$ cat src/source/la_cfg.svh
// Logic analyzer register map
`ifndef LA_CFG_SVH
`define LA_CFG_SVH

// Base of the 256-byte window with only bits 31:8 decoded
`define LA_BASE_ADR 32'h2200_0000

// Data register byte offsets
`define LA_DATA_0_OFS 8'h00
`define LA_DATA_1_OFS 8'h04
`define LA_DATA_2_OFS 8'h08
`define LA_DATA_3_OFS 8'h0c

// Enable register byte offsets
`define LA_ENA_0_OFS 8'h10
`define LA_ENA_1_OFS 8'h14
`define LA_ENA_2_OFS 8'h18
`define LA_ENA_3_OFS 8'h1c

`define LA_WIDTH 128
// Output buffers disabled out of reset
`define LA_ENA_RESET 32'hffff_ffff

`endif

$ cat src/source/la_pkg.sv
// Logic analyzer types
`include "la_cfg.svh"

package la_pkg;

    typedef logic [31:0] word_t;
    typedef logic [31:0] addr_t;
    typedef logic [3:0] strb_t;
    typedef logic [`LA_WIDTH-1:0] probe_t;

    // AXI response code
    typedef logic [1:0] axi_resp_t;
    localparam axi_resp_t RESP_OKAY = 2'b00;
    localparam axi_resp_t RESP_SLVERR = 2'b10;

    // Bus adapter states
    typedef enum logic [1:0] {
        IDLE,
        REQ,
        WRESP,
        RRESP
    } slave_state_t;

endpackage

$ cat src/source/axil_la_slave.sv
// AXI4-Lite register slave
`timescale 1ns/1ps

module axil_la_slave (
    input  logic                  clk,
    input  logic                  resetn,

    input  la_pkg::addr_t         s_awaddr_i,
    input  logic                  s_awvalid_i,
    output logic                  s_awready_o,
    input  la_pkg::word_t         s_wdata_i,
    input  la_pkg::strb_t         s_wstrb_i,
    input  logic                  s_wvalid_i,
    output logic                  s_wready_o,
    output la_pkg::axi_resp_t     s_bresp_o,
    output logic                  s_bvalid_o,
    input  logic                  s_bready_i,
    input  la_pkg::addr_t         s_araddr_i,
    input  logic                  s_arvalid_i,
    output logic                  s_arready_o,
    output la_pkg::word_t         s_rdata_o,
    output la_pkg::axi_resp_t     s_rresp_o,
    output logic                  s_rvalid_o,
    input  logic                  s_rready_i,

    output logic                  req_valid_o,
    output la_pkg::addr_t         req_addr_o,
    output la_pkg::strb_t         req_wstrb_o,
    output la_pkg::word_t         req_wdata_o,
    input  logic                  rsp_ready_i,
    input  la_pkg::word_t         rsp_rdata_i,
    input  logic                  rsp_err_i
);

    la_pkg::slave_state_t state_q;
    logic                 wr_q;
    logic                 req_valid_q;
    la_pkg::addr_t        addr_q;
    la_pkg::word_t        wdata_q;
    la_pkg::strb_t        wstrb_q;
    la_pkg::word_t        rdata_q;
    la_pkg::axi_resp_t    resp_q;
    logic                 take_write;
    logic                 take_read;

    // Address and data are only taken together and a write wins over a read
    assign take_write = (state_q == la_pkg::IDLE) && s_awvalid_i && s_wvalid_i;
    assign take_read  = (state_q == la_pkg::IDLE) && !take_write && s_arvalid_i;

    assign s_awready_o = take_write;
    assign s_wready_o  = take_write;
    assign s_arready_o = take_read;

    assign s_bvalid_o = (state_q == la_pkg::WRESP);
    assign s_bresp_o  = resp_q;
    assign s_rvalid_o = (state_q == la_pkg::RRESP);
    assign s_rresp_o  = resp_q;
    assign s_rdata_o  = rdata_q;

    assign req_valid_o = req_valid_q;
    assign req_addr_o  = addr_q;
    assign req_wstrb_o = wstrb_q;
    assign req_wdata_o = wdata_q;

    always_ff @(posedge clk) begin
        if (!resetn) begin
            state_q     <= la_pkg::IDLE;
            wr_q        <= 1'b0;
            req_valid_q <= 1'b0;
        end else begin
            // Request is a single-cycle pulse
            req_valid_q <= 1'b0;
            case (state_q)
                la_pkg::IDLE: begin
                    if (take_write) begin
                        state_q     <= la_pkg::REQ;
                        wr_q        <= 1'b1;
                        req_valid_q <= 1'b1;
                    end else if (take_read) begin
                        state_q     <= la_pkg::REQ;
                        wr_q        <= 1'b0;
                        req_valid_q <= 1'b1;
                    end
                end
                la_pkg::REQ: begin
                    if (rsp_ready_i) begin
                        state_q <= wr_q ? la_pkg::WRESP : la_pkg::RRESP;
                    end
                end
                la_pkg::WRESP: begin
                    if (s_bready_i) begin
                        state_q <= la_pkg::IDLE;
                    end
                end
                la_pkg::RRESP: begin
                    if (s_rready_i) begin
                        state_q <= la_pkg::IDLE;
                    end
                end
                default: begin
                    state_q <= la_pkg::IDLE;
                end
            endcase
        end
    end

    // Request payload and captured response
    always_ff @(posedge clk) begin
        if (take_write) begin
            addr_q  <= s_awaddr_i;
            wdata_q <= s_wdata_i;
            wstrb_q <= s_wstrb_i;
        end else if (take_read) begin
            addr_q  <= s_araddr_i;
            wdata_q <= '0;
            // No strobes on a read
            wstrb_q <= '0;
        end
        if ((state_q == la_pkg::REQ) && rsp_ready_i) begin
            rdata_q <= rsp_rdata_i;
            resp_q  <= rsp_err_i ? la_pkg::RESP_SLVERR : la_pkg::RESP_OKAY;
        end
    end

    // Responses are held until the master takes them
    property p_hold_bvalid;
        @(posedge clk) disable iff (!resetn)
        (s_bvalid_o && !s_bready_i) |=> s_bvalid_o;
    endproperty
    a_hold_bvalid: assert property (p_hold_bvalid);

    property p_hold_rvalid;
        @(posedge clk) disable iff (!resetn)
        (s_rvalid_o && !s_rready_i) |=> s_rvalid_o;
    endproperty
    a_hold_rvalid: assert property (p_hold_rvalid);

    property p_req_pulse;
        @(posedge clk) disable iff (!resetn)
        req_valid_o |=> !req_valid_o;
    endproperty
    a_req_pulse: assert property (p_req_pulse);

endmodule

$ cat src/source/la_regs.sv
// Logic analyzer register block
`timescale 1ns/1ps
`include "la_cfg.svh"

module la_regs (
    input  logic           clk,
    input  logic           resetn,

    input  logic           req_valid_i,
    input  la_pkg::addr_t  req_addr_i,
    input  la_pkg::strb_t  req_wstrb_i,
    input  la_pkg::word_t  req_wdata_i,
    output logic           rsp_ready_o,
    output la_pkg::word_t  rsp_rdata_o,
    output logic           rsp_err_o,

    input  la_pkg::probe_t probe_in_i,
    output la_pkg::probe_t probe_data_o,
    output la_pkg::probe_t probe_oen_o
);

    localparam la_pkg::addr_t BASE_ADR = `LA_BASE_ADR;

    la_pkg::word_t data_q [4];
    la_pkg::word_t ena_q [4];

    logic          base_hit;
    logic          ofs_hit;
    logic          hit;
    logic          sel_ena;
    logic [1:0]    sel_idx;
    la_pkg::word_t in_slice;
    la_pkg::word_t rd_value;

    assign probe_data_o = {data_q[3], data_q[2], data_q[1], data_q[0]};
    assign probe_oen_o  = {ena_q[3], ena_q[2], ena_q[1], ena_q[0]};

    // Offset decode inside the window
    always_comb begin
        ofs_hit = 1'b1;
        sel_ena = 1'b0;
        sel_idx = 2'd0;
        case (req_addr_i[7:0])
            `LA_DATA_0_OFS: sel_idx = 2'd0;
            `LA_DATA_1_OFS: sel_idx = 2'd1;
            `LA_DATA_2_OFS: sel_idx = 2'd2;
            `LA_DATA_3_OFS: sel_idx = 2'd3;
            `LA_ENA_0_OFS: begin
                sel_ena = 1'b1;
                sel_idx = 2'd0;
            end
            `LA_ENA_1_OFS: begin
                sel_ena = 1'b1;
                sel_idx = 2'd1;
            end
            `LA_ENA_2_OFS: begin
                sel_ena = 1'b1;
                sel_idx = 2'd2;
            end
            `LA_ENA_3_OFS: begin
                sel_ena = 1'b1;
                sel_idx = 2'd3;
            end
            default: ofs_hit = 1'b0;
        endcase
    end

    assign base_hit = (req_addr_i[31:8] == BASE_ADR[31:8]);
    assign hit      = base_hit && ofs_hit;

    // Matching 32-bit slice of the incoming user bus
    assign in_slice = probe_in_i[{sel_idx, 5'd0} +: 32];

    // Data reads see the input bus wherever the buffer is disabled
    always_comb begin
        if (!hit) begin
            rd_value = '0;
        end else if (sel_ena) begin
            rd_value = ena_q[sel_idx];
        end else begin
            rd_value = data_q[sel_idx] | (in_slice & ena_q[sel_idx]);
        end
    end

    always_ff @(posedge clk) begin
        if (!resetn) begin
            for (int i = 0; i < 4; i++) begin
                data_q[i] <= '0;
                ena_q[i]  <= `LA_ENA_RESET;
            end
        end else if (req_valid_i && hit) begin
            for (int b = 0; b < 4; b++) begin
                if (req_wstrb_i[b]) begin
                    if (sel_ena) begin
                        ena_q[sel_idx][8*b +: 8] <= req_wdata_i[8*b +: 8];
                    end else begin
                        data_q[sel_idx][8*b +: 8] <= req_wdata_i[8*b +: 8];
                    end
                end
            end
        end
    end

    // One response cycle per request
    always_ff @(posedge clk) begin
        if (!resetn) begin
            rsp_ready_o <= 1'b0;
        end else begin
            rsp_ready_o <= req_valid_i;
        end
    end

    always_ff @(posedge clk) begin
        if (req_valid_i) begin
            rsp_rdata_o <= rd_value;
            rsp_err_o   <= !hit;
        end
    end

    property p_rsp_after_req;
        @(posedge clk) disable iff (!resetn)
        rsp_ready_o |-> $past(req_valid_i);
    endproperty
    a_rsp_after_req: assert property (p_rsp_after_req);

endmodule

$ cat src/source/la_top.sv
// Logic analyzer top level
`timescale 1ns/1ps

module la_top (
    input  logic              clk,
    input  logic              resetn,

    input  la_pkg::addr_t     s_awaddr_i,
    input  logic              s_awvalid_i,
    output logic              s_awready_o,
    input  la_pkg::word_t     s_wdata_i,
    input  la_pkg::strb_t     s_wstrb_i,
    input  logic              s_wvalid_i,
    output logic              s_wready_o,
    output la_pkg::axi_resp_t s_bresp_o,
    output logic              s_bvalid_o,
    input  logic              s_bready_i,
    input  la_pkg::addr_t     s_araddr_i,
    input  logic              s_arvalid_i,
    output logic              s_arready_o,
    output la_pkg::word_t     s_rdata_o,
    output la_pkg::axi_resp_t s_rresp_o,
    output logic              s_rvalid_o,
    input  logic              s_rready_i,

    input  la_pkg::probe_t    probe_in_i,
    output la_pkg::probe_t    probe_data_o,
    output la_pkg::probe_t    probe_oen_o
);

    // Register request port between adapter and register block
    logic          req_valid;
    la_pkg::addr_t req_addr;
    la_pkg::strb_t req_wstrb;
    la_pkg::word_t req_wdata;
    logic          rsp_ready;
    la_pkg::word_t rsp_rdata;
    logic          rsp_err;

    axil_la_slave u_slave (
        .clk         (clk),
        .resetn      (resetn),
        .s_awaddr_i  (s_awaddr_i),
        .s_awvalid_i (s_awvalid_i),
        .s_awready_o (s_awready_o),
        .s_wdata_i   (s_wdata_i),
        .s_wstrb_i   (s_wstrb_i),
        .s_wvalid_i  (s_wvalid_i),
        .s_wready_o  (s_wready_o),
        .s_bresp_o   (s_bresp_o),
        .s_bvalid_o  (s_bvalid_o),
        .s_bready_i  (s_bready_i),
        .s_araddr_i  (s_araddr_i),
        .s_arvalid_i (s_arvalid_i),
        .s_arready_o (s_arready_o),
        .s_rdata_o   (s_rdata_o),
        .s_rresp_o   (s_rresp_o),
        .s_rvalid_o  (s_rvalid_o),
        .s_rready_i  (s_rready_i),
        .req_valid_o (req_valid),
        .req_addr_o  (req_addr),
        .req_wstrb_o (req_wstrb),
        .req_wdata_o (req_wdata),
        .rsp_ready_i (rsp_ready),
        .rsp_rdata_i (rsp_rdata),
        .rsp_err_i   (rsp_err)
    );

    la_regs u_regs (
        .clk          (clk),
        .resetn       (resetn),
        .req_valid_i  (req_valid),
        .req_addr_i   (req_addr),
        .req_wstrb_i  (req_wstrb),
        .req_wdata_i  (req_wdata),
        .rsp_ready_o  (rsp_ready),
        .rsp_rdata_o  (rsp_rdata),
        .rsp_err_o    (rsp_err),
        .probe_in_i   (probe_in_i),
        .probe_data_o (probe_data_o),
        .probe_oen_o  (probe_oen_o)
    );

endmodule

$ cat config.mk
export PLATFORM = sky130hd
export DESIGN_NAME = la_top
export DESIGN_NICKNAME = d
export VERILOG_FILES = /design/src/source/la_pkg.sv /design/src/source/axil_la_slave.sv /design/src/source/la_regs.sv /design/src/source/la_top.sv
export VERILOG_INCLUDE_DIRS = /design/src /design/src/source
export SDC_FILE = /design/constraint.sdc
export NUM_CORES = 1
export LEC_CHECK = 0
export CORE_MARGIN = 1.5
export CORE_UTILIZATION = 40
export CTS_CLUSTER_DIAMETER = 200
export DETAILED_ROUTE_END_ITERATION = 7
export DONT_BUFFER_PORTS = 1
export SETUP_SLACK_MARGIN = 0.05
export SLEW_MARGIN = 20
export SYNTH_ARGS = -nofsm -noshare
export SYNTH_HDL_FRONTEND = slang
export SYNTH_SLANG_ARGS = --single-unit
$ cat constraint.sdc
create_clock -name clk -period 4.19 [get_ports clk]
set_input_delay 0.6285 -clock clk [delete_from_list [all_inputs] [get_ports clk]]
set_output_delay 0.6285 -clock clk [all_outputs]
set_load 0.01 [all_outputs]
==> metrics.cfg <==
[yosys]
synth_ff_type = edfxtp_1
synthTopCellsByArea = edfxtp_1, and2_1, a21oi_1
synthArstFlopShare = 0
yosys_warnings = 0
synth_edf_count = 390
synth_top_cell_by_area = edfxtp_1
syn_area_per_cell_um2 = 13.4
yosysSeqAreaShare = 0.676
synth_area_um2 = 17500
ys_ff_latch = 395
synth_top_area_frac = 0.671
yosysUniqueCellTypes = 47
synthCells = 1304

[floorplan]
fp.dieW_um = 212
placeableCoreArea_um2 = 43100
start_util = 0.405
ios = 532
rows = 76
die_h_um = 212
die_area_um2 = 44900

[worst_setup_path]
critPathCaptureType = flop
r2r.worst_path.cells = 5
critPathKind = reg2reg
start_kind = flop
critical-path-max-stage-delay_ns = 1.01
worstPathRequired_ns = 4.36
crit_chain = nor4_1 > nand4_1 > nor3_2 > nand3_2 > o21ai_0
cp_data_arrival_time_ns = 3.85
slowest_stage = o21ai_0
path_max_fanout = 18

[place]
place_congestion = 0.852
dpl_cell_area_um2 = 18200
dp_hpwl_um = 43100
placed_cells = 1837
port_buffers = 0

[sta]
rsz0062_at_grt = no
slew_headroom = 0.258
tns_ns = 0
setup_viol = 0
fin_crit_sh = 0.876
finalClockSkew_ns = 0.0259
period_minus_slack_ns = 3.67
drv_slew = 0
tightest_slew_ns = 1.10
fmax_mhz = 272
hold_viol_final = 0

[drt]
drc = 0
first_pass_iters = 5
vias_per_cell = 6.02
antenna_left = 0
drt_iter0_drc = 1068
vias = 11600
wl_per_cell_um = 31.1
drt_wl_total_um = 59800

[hold_path]
min_path_type = in2reg
worstHoldPathCells = 2

[cts]
post-cts-setup-buffers = 0
cts_made_buffers = 44
cts_hold_buf = 0
clock_path_buffers = 3
ctsHtreeMaxLevel = 2
cts.sinks = 395
clock_latency_ns = 0.57
cts_root_buffer = clkbuf_16
cts_tree = built
cts_resized = 0
path_clk_slew_ns = 0.06

[run_status]
status = completed

[cells_and_area]
final_common_cell = edfxtp_1
fin_nets = 1534
layoutNonFillerInstCount = 1922
stdcell_area_um2 = 19600
most-common-layout-cells = edfxtp_1, and2_1, a21oi_1
area_growth_pct = 12.3
final_util = 0.455
drive_above_1_share = 0.173

[global_routing]
grt_pass1_wl_um = 81600
grt_max_degree = 122
antenna_found_initial = 9
grt_pass1_vias = 11100
grt_use_total = 0.260
grt_overflow = 0

[power]
p_per_area_nw_per_um2 = 445
power_leakage_uw = 0.00647
peakVddDrop_mv = 0.241

[job]
maxCapViolations = 0

[critical path: cells and delay by family, from the launching register on]
kind	cells	cell delay, ns
and+or+nand+nor	4	1.90
AOI/OAI and AO/OA	1	1.01
DFF	1	0.37
[cell usage after synthesis (46+ instances only)]
cell	instances
edfxtp_1	390
and2_1	119
a21oi_1	97
o21ai_0	95
clkbuf_1	78
or2_2	66
nor2_1	59
a21o_1	55
a221oi_1	55
nand2b_1	47
a211o_1	46
[flip-flops by register name, indices dropped and copies added (netlist names)]
name and count:
u_slave.req_wstrb_o 4, u_regs.data_q 128, u_regs.rsp_err_o 1, u_slave.wr_q 1
u_regs.rsp_rdata_o 32, u_slave.s_bresp_o 1, u_slave.req_valid_o 1, u_regs.ena_q 128
u_slave.state_q 2, u_regs.rsp_ready_o 1, u_slave.s_rdata_o 32, u_slave.req_wdata_o 32
u_slave.req_addr_o 32
[stage by stage]
stage	setup WS, ns	hold WS (ns)	power, uW
2_1_floorplan	1.07	0.400	4930
3_3_place_gp	0.671	0.401	5140
3_5_place_dp	0.493	0.405	5150
4_1_cts	0.488	0.177	8790
5_1_grt	0.245	0.205	8990
6_report	0.519	0.218	8720
[layer usage]
metal  share of wire  routed length [um]  global-route usage  vias to the layer above
met2            0.48               29000               0.432                      707
met5         0.00072                  43                   0                        -
met3           0.085                5100              0.0610                      107
met1            0.40               23800               0.332                     5790
met4           0.032                1900              0.0938                        8
li1                -                   -                   -                     4950
[report_power, final]
part	internal (uW)	total (uW)	switching (uW)
combinational	146	429	283
clock	2090	3660	1560
sequential	4480	4640	161
[worst paths after layout]
check	startpoint	endpoint	slack, ns
worst min register to register	u_regs.rsp_rdata_o[21]$_SDFFCE_PP0P_	u_slave.s_rdata_o[21]$_DFFE_PP_	0.42
worst min-delay path	resetn	u_slave.wr_q$_SDFFE_PN0P_	0.22
worst max register to register	u_slave.req_addr_o[8]$_DFFE_PP_	u_regs.data_q[1][17]$_SDFFCE_PN0P_	0.52
worst max-delay path	u_slave.req_addr_o[8]$_DFFE_PP_	u_regs.data_q[1][17]$_SDFFCE_PN0P_	0.52
[cell type report]
cell class / instances / area, um2
Antenna cell: 4 / 10.0
Clock buffer: 54 / 1160
Clock inverter: 26 / 185
Fill cell: 3872 / 23500
Inverter: 7 / 26.3
Multi-Input combinational cell: 810 / 5330
Sequential cell: 395 / 11800
Tap cell: 585 / 732
Timing Repair Buffer: 41 / 353
[cells by family (layout without fill, tap and decap cells)]
group | Yosys count | after routing | share of synthesized area
other | 1 | 6 | 0.000215
and+or+nand+nor | 392 | 392 | 0.131
buffers and inverters | 100 | 128 | 0.0229
DFF | 395 | 395 | 0.676
AOI/OAI and AO/OA | 374 | 374 | 0.143
muxes | 42 | 42 | 0.0264
Power figures use the tool's default switching activity.
